==> src/sec_xbar_pkg.sv <==
// secondary crossbar shared definitions
// bus widths, master and slave indices, address windows and the wide data word
package sec_xbar_pkg;

    localparam int SEC_WB_AW = 32;
    localparam int SEC_WB_DW = 128;
    localparam int SEC_WB_SW = SEC_WB_DW / 8;
    localparam int CPU_DW = 32;

    localparam int SEC_XBAR_NUM_MASTERS = 2;
    localparam int SEC_XBAR_NUM_SLAVES = 2;

    // the cpu slot also wins the first arbitration after reset
    localparam int SEC_XBAR_CPU_MASTER_IDX = 0;
    localparam int SEC_XBAR_VIDEO_MASTER_IDX = 1;

    // slave 0 is the frame memory window, slave 1 the peripheral window
    localparam logic [SEC_XBAR_NUM_SLAVES*SEC_WB_AW-1:0] SEC_XBAR_BASE_ADDRESSES = {
        32'h1000_0000,
        32'h0000_0000
    };
    localparam logic [SEC_XBAR_NUM_SLAVES*SEC_WB_AW-1:0] SEC_XBAR_MASKS = {
        32'hF000_0000,
        32'hF000_0000
    };

    // one 128-bit bus word seen as cpu lanes or as bytes, little endian
    typedef union packed {
        logic [SEC_WB_DW/CPU_DW-1:0][CPU_DW-1:0] lanes;
        logic [SEC_WB_SW-1:0][7:0] bytes;
    } wide_word_u;

endpackage

==> src/wb_upsizer.sv <==
// Wishbone upsizer from the 32-bit cpu bus to the 128-bit crossbar bus
// write lanes follow the address, read lanes come back in order from a small FIFO
module wb_upsizer #(
    parameter int MAX_PENDING = 4
) (
    input  logic                              i_clk,
    input  logic                              i_rst_n,

    // narrow side, from the cpu
    input  logic                              i_scyc,
    input  logic                              i_sstb,
    input  logic                              i_swe,
    input  logic [sec_xbar_pkg::SEC_WB_AW-1:0] i_saddr,
    input  logic [sec_xbar_pkg::CPU_DW-1:0]    i_sdata,
    input  logic [sec_xbar_pkg::CPU_DW/8-1:0]  i_ssel,
    output logic                              o_sstall,
    output logic                              o_sack,
    output logic [sec_xbar_pkg::CPU_DW-1:0]    o_sdata,
    output logic                              o_serr,

    // wide side, towards the crossbar
    output logic                              o_wcyc,
    output logic                              o_wstb,
    output logic                              o_wwe,
    output logic [sec_xbar_pkg::SEC_WB_AW-1:0] o_waddr,
    output logic [sec_xbar_pkg::SEC_WB_DW-1:0] o_wdata,
    output logic [sec_xbar_pkg::SEC_WB_SW-1:0] o_wsel,
    input  logic                              i_wstall,
    input  logic                              i_wack,
    input  logic [sec_xbar_pkg::SEC_WB_DW-1:0] i_wdata,
    input  logic                              i_werr
);

    localparam int AW = sec_xbar_pkg::SEC_WB_AW;
    localparam int SW = sec_xbar_pkg::SEC_WB_SW;
    localparam int LANE_BYTES = sec_xbar_pkg::CPU_DW / 8;
    localparam int LANES = sec_xbar_pkg::SEC_WB_DW / sec_xbar_pkg::CPU_DW;
    localparam int LANE_W = $clog2(LANES);
    localparam int LANE_LSB = $clog2(LANE_BYTES);
    localparam int WORD_LSB = $clog2(SW);
    localparam int PTR_W = (MAX_PENDING > 1) ? $clog2(MAX_PENDING) : 1;
    localparam int CNT_W = $clog2(MAX_PENDING + 1);

    logic [LANE_W-1:0] lane;
    logic [LANE_W-1:0] lane_fifo [MAX_PENDING];
    logic [PTR_W-1:0]  wr_ptr;
    logic [PTR_W-1:0]  rd_ptr;
    logic [CNT_W-1:0]  count;
    logic              full;
    logic              push;
    logic              pop;
    sec_xbar_pkg::wide_word_u wr_word;
    sec_xbar_pkg::wide_word_u rd_word;

    assign lane = i_saddr[LANE_LSB +: LANE_W];
    assign full = (count == CNT_W'(MAX_PENDING));

    // request side, no added latency
    assign o_wcyc = i_scyc;
    assign o_wstb = i_sstb && !full;
    assign o_wwe = i_swe;
    assign o_waddr = {i_saddr[AW-1:WORD_LSB], {WORD_LSB{1'b0}}};
    assign wr_word.lanes = {LANES{i_sdata}};
    assign o_wdata = wr_word;
    assign o_wsel = SW'(i_ssel) << (lane * LANE_BYTES);

    // a full FIFO holds the cpu back before anything reaches the crossbar
    assign o_sstall = full || i_wstall;
    assign push = i_scyc && i_sstb && !o_sstall;
    assign pop = i_wack || i_werr;

    // response side picks the lane recorded at acceptance
    assign rd_word = i_wdata;
    assign o_sdata = rd_word.lanes[lane_fifo[rd_ptr]];
    assign o_sack = i_wack;
    assign o_serr = i_werr;

    always_ff @(posedge i_clk) begin
        if (push) begin
            lane_fifo[wr_ptr] <= lane;
        end
    end

    always_ff @(posedge i_clk) begin
        // dropping cyc abandons anything still outstanding
        if (!i_rst_n || !i_scyc) begin
            wr_ptr <= '0;
            rd_ptr <= '0;
            count <= '0;
        end else begin
            if (push) begin
                wr_ptr <= (wr_ptr == PTR_W'(MAX_PENDING - 1)) ? '0 : wr_ptr + 1'b1;
            end
            if (pop) begin
                rd_ptr <= (rd_ptr == PTR_W'(MAX_PENDING - 1)) ? '0 : rd_ptr + 1'b1;
            end
            count <= count + CNT_W'(push) - CNT_W'(pop);
        end
    end

endmodule

==> config.mk <==
export PLATFORM = sky130hd
export DESIGN_NAME = wb_upsizer
export DESIGN_NICKNAME = d
export VERILOG_FILES = /design/src/sec_xbar_pkg.sv /design/src/wb_upsizer.sv
export SDC_FILE = /design/constraint.sdc
export NUM_CORES = 1
export LEC_CHECK = 0
export BUFFER_PORTS_ARGS = -buffer_cell sky130_fd_sc_hd__buf_2
export CAP_MARGIN = 25
export CORE_AREA = 10 10 156 158
export DETAILED_ROUTE_END_ITERATION = 16
export DIE_AREA = 0 0 166 168
export GPL_TIMING_DRIVEN = 0
export PLACE_DENSITY_LB_ADDON = 0.05
export SETUP_SLACK_MARGIN = 0.2
export SKIP_LAST_GASP = 1
export SYNTH_ARGS = -nofsm -noshare
export SYNTH_HDL_FRONTEND = slang
export SYNTH_SLANG_ARGS = --single-unit
==> constraint.sdc <==
create_clock -name i_clk -period 6.35 [get_ports i_clk]
set_clock_uncertainty 0.2 [all_clocks]
set_input_delay 1.27 -clock i_clk [delete_from_list [all_inputs] [get_ports i_clk]]
set_output_delay 1.27 -clock i_clk [all_outputs]
set_load 0.005 [all_outputs]
# --- Yosys cells after proc, flatten, opt, wreduce, memory -nomap -nowiden ---
# Memories as Yosys holds them, arrays and structs flattened. A register that Yosys moved wholly into a read port is not among the register bits.
# Cells that the tools add are included.
totals:
  wordCells: 31
  reg_bits: 7
  ramBits: 8
  input_bits: 204
  n_memories: 1
  output_inout_bits: 214
op_classes:
  muxes: 8
  eq_ne: 3
  order_cmp: 1
  reduce_logical: 10
  shift: 1
  n_addsub: 4
mem_list:
  columns: ["memory", "words", "width", "rd", "rd_clocked_by_memory_dff", "write_ports", "line_no", "rtl"]
  rows:
  - ["lane_fifo", 4, 2, 1, 1, 1, "wb_upsizer.sv:45", "logic [LANE_W-1:0] lane_fifo [MAX_PENDING];"]
op_table:
  columns: ["operator", "count"]
  rows:
  - ["binary-select mux 32 bit (select 2 bit)", 1]
  - ["2-to-1 mux 32 bit", 1]
  - ["<< shifter 4 x 4 -> 16 bit", 1]
  - ["2-to-1 mux 2 bit", 4]
  - ["adder 2 x 1 -> 2 bit (second input constant)", 2]
  - ["equality test 2 bit (second input constant)", 2]
  - ["logical NOT 1 bit", 4]
  - ["adder 3 x 1 -> 3 bit", 1]
  - ["equality test 3 bit (second input constant)", 1]
  - ["logical AND 1 bit", 3]
  - ["logical OR 1 bit", 3]
  - ["less-than comparator 2 x 3 -> 1 bit (second input constant)", 1]
  - ["subtractor 3 x 1 -> 3 bit", 1]
  - ["2-to-1 mux 1 bit", 2]

# --- Longest topological paths before layout ---
# Gate-level depths: netlist of run 1.
depth:
  word_depth: 6
  mapped_depth: 11
  mapped_depth_nobuf: 11

# --- Worst setup path before layout of run 1 ---
# Ideal clock, no wire load.
synth_timing:
  kind: "input to output"
  startpoint: "in i_saddr[3] (netlist name)"
  endpoint: "out o_wsel[11] (netlist name)"
  n_path_buf: 1
  path_slack_ps: 3067
  path_stages: 3
  required_ps: 4880
  arrival_time_ps: 1813
  cell_sequence: "clkbuf_1 -> nor2b_1 -> and2_1"
synth_between:
  elab_chain_len: 1
synth_lines:
  columns: ["item", "line_no", "rtl"]
  rows:
  - ["start, declared", "wb_upsizer.sv:13", "input logic [sec_xbar_pkg::SEC_WB_AW-1:0] i_saddr,"]
  - ["<< shifter 4 x 4 -> 16 bit", "wb_upsizer.sv:65", "assign o_wsel = SW'(i_ssel) << (lane * LANE_BYTES);"]
  - ["end, declared", "wb_upsizer.sv:27", "output logic [sec_xbar_pkg::SEC_WB_SW-1:0] o_wsel,"]
# Every way passes these cells.

# --- Worst setup path in the final report of run 1 ---
layout_timing:
  startpoint: "in i_saddr[3] (netlist name)"
  endpoint: "out o_wsel[8] (netlist name)"
# The elaborated chain is that of the path after synthesis.

==> results.ini, run 1 <==
[finish]
nFillCells = 2400
drive_gt1_frac = 0.746
final_common_cell = buf_2
final_nets = 927
multi_input_area_um2 = 1410
regArea_um2 = 420
area_growth_pct = 69.1
final_cell_mix = buf_2 (354), buf_4 (164), mux2i_1 (96), and2_1 (14), dfxtp_1 (9)
stdcell_area_um2 = 5380

[die]
rows = 54
dieArea_um2 = 27900
core-area_um2 = 21400
die-height_um = 168
chipWidth_um = 166
initial_core_util = 0.148
num_io_pins = 418

[pwr]
total_power_mw = 0.566
peakVddDrop_mv = 0.0694
p_per_area_nw_per_um2 = 105
leakagePower_nw = 3.22

[worst_setup_path]
worst_ep_required_time_ns = 4.88
worstSetupEndpointType = primary output
critPathMaxFanout = 10
critPathKind = in -> out
worstSetupStartpointType = input port
crit_arrival_ns = 2.21

[global_routing]
grt_start_max_net_pins = 11
grt_pass1_vias = 3769
antenna_found_initial = 2
grt_first_pass_wirelength_um = 23600
grtUsageTotal = 0.105
globalRouteOverflowTotal = 0

[outcome]
outcome = finished clean

[clocking]
worstSkewPairLatency_ns = 0.24
clkSinkCount = 17
path_clk_slew_ns = 0.05
cts_tree = done
post_cts_buffers = 0
ctsResizeCount = 0
cts_max_level = 1
cts_buffers = 3
root_buffer = clkbuf_16
postCtsHoldBufs = 0
clockBufferDepth = 2

[logic_synthesis]
yosys_warnings = 0
synth-simple-area-share = 0.0751
netlist_area_um2 = 3180
synth_fa_ha_area_frac = 0.0338
synth-compound-area-share = 0.0110
ys_seq_elements = 17
synthTopCellsByArea = buf_4 (39%), mux2i_1 (30%), edfxtp_1 (7.6%)
yosysUniqueCellTypes = 27
synth-seq-area-share = 0.132
synth-xor-area-share = 0.00275
synth_top_family_by_area = buffers and inverters
syn_inst = 357
synth_top_cell_by_area = buf_4
synthMuxAreaShare = 0.316
synth_top_area_share = 0.387
avgSynthCellArea_um2 = 8.91

[flow_run]
cap_violations = 0

[sta]
relSlewSlack = 0.575
worst_slew_pin_slew_ns = 0.636
timing.final.ws_setup_ns = 2.67
layout_min_cycle_time_ns = 3.68
setup-tns-final_ns = 0
fin_crit_sh = 0.579
drv_slew = 0
finalSetupViolations = 0
hold_violations = 0
grt_setup_unrepaired = false
fmax_mhz = 272

[route]
routed_via_density = 3.46
routed-via-count = 3448
first_pass_iters = 4
post_drt_wl_per_cell_um = 16.3
finalWirelength_um = 16200
drc = 0
ant_nets = 0
first_iter_violations = 47

[place]
place_area_um2 = 5290
portBuffers = 350
dp_hpwl_um = 14800
pre_cts_ws_ns = 2.64
place.gp.congestion = 0.839

[min_path]
hold_path_class = reg -> reg

[cell families after synthesis]
| group | Yosys count |
|---|---|
| simple gates | 42 |
| mux | 98 |
| compound gates | 7 |
| xor+xnor | 1 |
| flops | 17 |
| buf+inv | 183 |
| other cells | 1 |
| fa+ha+maj | 8 |
[cell usage after synthesis, drive strengths merged]
library cell,count
nand3b,1
a21oi,4
and3,5
or2,1
inv,6
conb,1
o21ai,3
mux2i,96
or3b,1
clkbuf,2
nor2,7
nor3b,2
buf,175
or4,1
xor2,1
nor3,1
and2,14
edfxtp,8
ha,7
dfxtp,9
nor2b,3
mux4,2
or3,1
nand2,5
fa,1
[metrics by stage]
| step | utilization | hold WS, ns | instances |
|---|---|---|---|
| 4_1_cts | 0.251 | 0.298 | 994 |
| 3_3_place_gp | 0.247 | 0.279 | 990 |
| 6_report | 0.251 | 0.296 | 996 |
| 5_1_grt | 0.251 | 0.328 | 996 |
| 2_1_floorplan | - | 0.250 | 360 |
| 3_5_place_dp | 0.247 | 0.291 | 990 |
[layout make-up]
type / instances / share of cell area
timing repair buffer: 350 / 0.326
sequential: 17 / 0.0782
clock buffer: 3 / 0.0140
inverter: 6 / 0.00419
tap: 280 / 0.0651
buffer: 177 / 0.249
antenna: 2 / 0.000930
multi-input combinational: 160 / 0.262
clock inverter: 1 / 0.000930
[where the power goes]
group          switching (mW)  internal [mW]  total, mW
logic                   0.125          0.195      0.321
clock network          0.0401         0.0841      0.124
registers             0.00254          0.118      0.121
[routing by layer]
layer / share of wire / track usage / vias up
li1: - / - / 1743
met1: 0.34 / 0.105 / 1537
met2: 0.58 / 0.214 / 160
met3: 0.070 / 0.0286 / 8
met4: 0.0086 / 0.0139 / 0
met5: 0 / 0 / -
[path summary, 6_finish.rpt]
path	from	endpoint	slack, ns	depth (start not counted)
hold / removal	rd_ptr[1]	rd_ptr[1]	0.30	2
setup reg to reg	count[1]	count[2]	3.60	11
setup / recovery	i_saddr[3]	o_wsel[8]	2.67	5
hold reg to reg	rd_ptr[1]	rd_ptr[1]	0.30	2
[worst max-delay path, stage by stage]
cell and delay, ns:
buf_2 0.14, clkbuf_1 0.31, nor2b_1 0.22, and2_1 0.14, buf_2 0.12
No activity file was read; power rests on OpenSTA's default activity.
==> run 2, diff against run 1 <==
ABC_AREA = 1   (was unset)
CORE_AREA = 10 10 154 156   (was 10 10 156 158)
DIE_AREA = 0 0 164 166   (was 0 0 166 168)
clock period = 3.29 ns   (was 6.35 ns; I/O delays follow)
==> run 2 against run 1 <==
  * Critical path depth up 3
  * Global-route usage up 2.0 points
  * Register-to-register slack worse by 2.7 ns
  * Cell count up 26%
  * Total power up 120%
  * First-iteration DRC count rose to 3.7 times the previous value
  * Setup slack worse by 2.0 ns
  * Design area up 12%
  * Sequential cell count unchanged
  * Sequential share of layout area down 0.82 points
  * Largest cell class unchanged
  * Largest power group unchanged
  * Highest routed layer is now met5
==> results.ini, run 2 <==
[pwr]
combPwrFrac = 0.623
power_frac_seq = 0.189
clock_power_share = 0.188
p_per_area_nw_per_um2 = 207
p_sw_mw = 0.429
p_int_mw = 0.814
total_power_mw = 1.24
peakVddDrop_mv = 0.146
switching_share = 0.345
leakagePower_nw = 3.85

[global_routing]
grt_first_pass_wirelength_um = 27400
globalRouteOverflowTotal = 0
grtUsageTotal = 0.125
grt_start_max_net_pins = 11
grt_pass1_vias = 4805
antenna_found_initial = 2

[die]
rows = 53
core-area_um2 = 20700
chipWidth_um = 164
num_io_pins = 418
die-height_um = 166
dieArea_um2 = 27200
initial_core_util = 0.185

[route]
first_iter_violations = 176
routed-via-count = 4567
first_pass_iters = 4
drc = 0
finalWirelength_um = 18500
post_drt_wl_per_cell_um = 14.7
routed_via_density = 3.64
ant_nets = 0

[logic_synthesis]
synthArstFlopShare = 0
yosysMostFrequentCell = buf_4
synth-seq-area-share = 0.110
yosys-top-cells-count = buf_4 (170), inv_1 (118), nand2_1 (111), nand3_1 (99), nand3b_1 (33)
synth-edff-count = 8
avgSynthCellArea_um2 = 6.15
synth_top_cell_by_area = buf_4
ys.flop_type = dfxtp_1
yosys_warnings = 0
syn_inst = 621
yosysUniqueCellTypes = 23
synth_top_area_share = 0.334
synthTopCellsByArea = buf_4 (33%), nand3_1 (13%), inv_1 (12%)
netlist_area_um2 = 3820
ys_seq_elements = 17

[clocking]
cts_buffers = 3
cts_max_level = 1
worstSkewPairLatency_ns = 0.24
cts_tree = done
path_clk_slew_ns = 0.05
clkSinkCount = 17
root_buffer = clkbuf_16
postCtsHoldBufs = 0
post_cts_buffers = 0
ctsResizeCount = 0
clockBufferDepth = 2

[sta]
grt_setup_unrepaired = false
hold_violations = 0
finalSetupViolations = 0
layout_min_cycle_time_ns = 2.60
fmax_mhz = 385
fin_crit_sh = 0.790
drv_slew = 0
setup-tns-final_ns = 0

[min_path]
hold_path_class = reg -> reg
min_path_cells = 2
worstHoldStart = rd_ptr[1]

[worst_setup_path]
worstSetupStartpointType = flip-flop
reg2reg_setup_slack_ns = 0.91
critPathMaxFanout = 10
critPathKind = reg -> out
crit_arrival_ns = 1.74
r2r_cells = 11
worst_ep_required_time_ns = 2.43
reg2reg_from = count[1]
worstSetupEndpointType = primary output

[finish]
final_nets = 1191
final_common_cell = buf_2
area_growth_pct = 57.3
drive_gt1_frac = 0.561
final_cell_mix = buf_2 (356), buf_4 (170), inv_1 (118), nand2_1 (111), nand3_1 (99)

[place]
portBuffers = 350
place.gp.congestion = 0.744
dp_hpwl_um = 16700

[flow_run]
cap_violations = 0

[outcome]
outcome = finished clean

[run 2: metal layers]
metal / GRT usage / vias to the layer above / part of all wire
met5: 0 / - / 0.00038
met4: 0.0128 / 2 / 0.0070
met3: 0.0384 / 12 / 0.088
met2: 0.249 / 192 / 0.54
met1: 0.127 / 1926 / 0.36
li1: - / 2435 / -
[run 2: layout make-up]
cell class              instances  area, µm²
flip-flops and latches         17        420
inverters                     120        450
plain buffers                 192       1470
diodes                          1       2.50
repair buffers                350       1750
fillers                      2423      14700
well taps                     275        344
clock buffers                   4       78.8
multi-input cells             295       1490
[run 2: logic make-up (layout without fill, tap and decap cells)]
logic type | after synthesis | count (layout) | synth area share
DFF | 17 | 17 | 0.110
buffers and inverters | 312 | 666 | 0.503
adders and majority gates | 8 | 8 | 0.0282
AOI/OAI and AO/OA | 6 | 6 | 0.00917
other | 1 | 5 | 0.000981
and+or+nand+nor | 276 | 276 | 0.346
xor gates and xnor gates | 1 | 1 | 0.00229
[run 2: worst paths after layout]
kind                 end
min reg2reg    rd_ptr[1]
max          o_sdata[18]
max reg2reg     count[2]
min            rd_ptr[1]
[run 2: worst max-delay path, stage by stage (launching register included)]
cell and delay [ns]:
dfxtp_1 0.40, nand2_1 0.09, nand3_1 0.10, nand2_2 0.12
inv_1 0.17, buf_2 0.27, nand3_1 0.14, nand2_1 0.07
buf_2 0.12
[run 2: through the flow]
stage | hold WS, ns | area (µm²) | utilization | cells | setup slack, ns
6_report | 0.316 | 6010 | 0.290 | 1254 | 0.692
2_1_floorplan | 0.281 | 3830 | - | 624 | 0.936
5_1_grt | 0.352 | 6010 | 0.290 | 1254 | 0.471
3_3_place_gp | 0.310 | 5930 | 0.287 | 1249 | 0.571
3_5_place_dp | 0.311 | 5930 | 0.287 | 1249 | 0.570
4_1_cts | 0.318 | 6010 | 0.290 | 1253 | 0.611
[run 2: power by group through the flow]
stage | registers [mW] | logic, mW | clock network [mW]
4_1_cts | 0.235 | 0.797 | 0.242
2_1_floorplan | 0.238 | 0.444 | 0
3_3_place_gp | 0.240 | 0.801 | 0
5_1_grt | 0.236 | 0.873 | 0.253
6_report | 0.235 | 0.774 | 0.234
3_5_place_dp | 0.240 | 0.794 | 0
==> run 3, diff against run 2 <==
ABC_AREA = 0   (was 1)
CORE_AREA = 10 10 152 154   (was 10 10 154 156)
DIE_AREA = 0 0 162 164   (was 0 0 164 166)
clock period = 2.35 ns   (was 3.29 ns; I/O delays follow)
==> run 3 against run 2 <==
  * The flow now finishes with violations (negative setup slack)
  * Non-clock buffer count decreased by 8
  * Worst hold slack got worse by 0.046 ns
  * Die area fell by 2.4%
  * Total power is 26% higher
  * Sequential share of layout area rose by 0.69 points
  * Wire length fell by 11%
  * Largest power group unchanged
==> results.ini, run 3 (same netlist as run 1, synthesis figures left out) <==
[route]
routed-via-count = 3429
routed_via_density = 3.46
first_pass_iters = 4
finalWirelength_um = 16500
first_iter_violations = 78
ant_nets = 0
drc = 0
post_drt_wl_per_cell_um = 16.7

[min_path]
hold_path_class = in -> reg
worstHoldStart = i_rst_n
hold_end = count[0]
min_path_cells = 2

[global_routing]
antenna_found_initial = 1
grt_first_pass_wirelength_um = 22900
grt_start_max_net_pins = 11
globalRouteOverflowTotal = 0
grtUsageTotal = 0.109
grt_pass1_vias = 3591

[place]
dp_hpwl_um = 15200
pre_cts_ws_ns = -0.268
portBuffers = 350
place.gp.congestion = 0.738
place_area_um2 = 5290

[clocking]
cts_max_level = 1
clockBufferDepth = 2
postCtsHoldBufs = 0
path_clk_slew_ns = 0.05
cts_tree = done
root_buffer = clkbuf_16
cts_buffers = 3
worstSkewPairLatency_ns = 0.24
clkSinkCount = 17

[die]
core-area_um2 = 20000
die-height_um = 164
chipWidth_um = 162
num_io_pins = 418
rows = 52
initial_core_util = 0.159
dieArea_um2 = 26600

[outcome]
outcome = finished with violations
violations = negative setup slack

[sta]
grt_setup_unrepaired = true
layout_min_cycle_time_ns = 2.60
finalSetupViolations = 32
hold_violations = 0
fmax_mhz = 385
setup-tns-final_ns = -5.69
timing.final.ws_setup_ns = -0.250
fin_crit_sh = 1.11
drv_slew = 0
whs_ns = 0.271

[worst_setup_path]
reg2reg_from = count[2]
r2r_cells = 11
cp_num_buf_inv = 3
worst_ep_required_time_ns = 1.68
slowest_stage = mux4_2
critPathMaxFanout = 10
crit_arrival_ns = 1.93
crit_family = multiplexers
r2r_end = count[2]
worstSetupStartpointType = flip-flop
crit_chain = mux4_2 > buf_12 > buf_6 > mux2i_1 > mux2i_1 > buf_2
reg2reg_setup_slack_ns = 0.16
path_common_cell = mux2i_1
worstSetupEndpointType = primary output
max_stage_delay_ns = 0.53
critPathKind = reg -> out

[pwr]
p_per_area_nw_per_um2 = 284
leakagePower_nw = 3.27
peakVddDrop_mv = 0.214

[finish]
final_cell_mix = buf_2 (349), buf_4 (174), mux2i_1 (92), and2_1 (14), edfxtp_1 (8)
final_common_cell = buf_2
drive_gt1_frac = 0.766
stdcell_area_um2 = 5500
final_nets = 934
area_growth_pct = 72.9

[flow_run]
cap_violations = 0

run 3: worst max-delay path by stage:
stage                     startpoint  depth (start not counted)  slack, ns          end
after floorplan             i_wstall                         11      -0.01     count[2]
after global placement      i_wstall                         12      -0.30     count[2]
after detailed placement    i_wstall                         12      -0.27     count[2]
after CTS                  flip-flop                          6      -0.26  o_sdata[16]
after global routing       flip-flop                          6      -0.35  o_sdata[16]
final                      flip-flop                          6      -0.25  o_sdata[16]
run 3: cell type report:
| class | instances | area, µm² |
|---|---|---|
| inverter | 6 | 22.5 |
| antenna | 1 | 2.50 |
| sequential | 17 | 423 |
| clock buffer | 4 | 78.8 |
| timing repair buffer | 357 | 1830 |
| tap | 270 | 338 |
| multi-input combinational | 160 | 1450 |
| buffer | 177 | 1360 |
| fill | 2268 | 14500 |
run 3: stage by stage:
stage | utilization | std cells | power, mW
after global routing | 0.274 | 992 | 1.68
after floorplan | - | 360 | 0.806
after global placement | 0.264 | 980 | 1.22
after detailed placement | 0.264 | 980 | 1.22
after CTS | 0.272 | 989 | 1.59
final | 0.274 | 992 | 1.56
run 3: timing repair:
action / in CTS / in global routing
gates resized for setup: 10 / 11
pin swaps: 2 / 1
buffers inserted: 5 / 2
endpoints found under the setup margin: 34 / 40
run 3: report_power, final:
part           switching, mW  internal, mW  leakage, nW
Sequential           0.00890         0.321        0.147
Clock                  0.100         0.230       0.0382
Combinational          0.348         0.553         3.08
run 3: per-layer routing:
metal | GRT usage | wire length, µm | up-vias
li1 | - | - | 1757
met1 | 0.103 | 5330 | 1520
met2 | 0.231 | 9910 | 148
met3 | 0.0305 | 1270 | 4
met4 | 0.0116 | 42 | 0
met5 | 0 | 0 | -
run 3: worst register-to-register path, cell delays in order (launching register included):
cell and delay, ns:
dfxtp_1 0.32, nor3b_4 0.16, nor2_2 0.12, inv_1 0.05, ha_1 0.28, inv_1 0.06, ha_2 0.16, inv_2 0.03
fa_2 0.32, xor2_1 0.15, and2_1 0.16, nor3_1 0.11
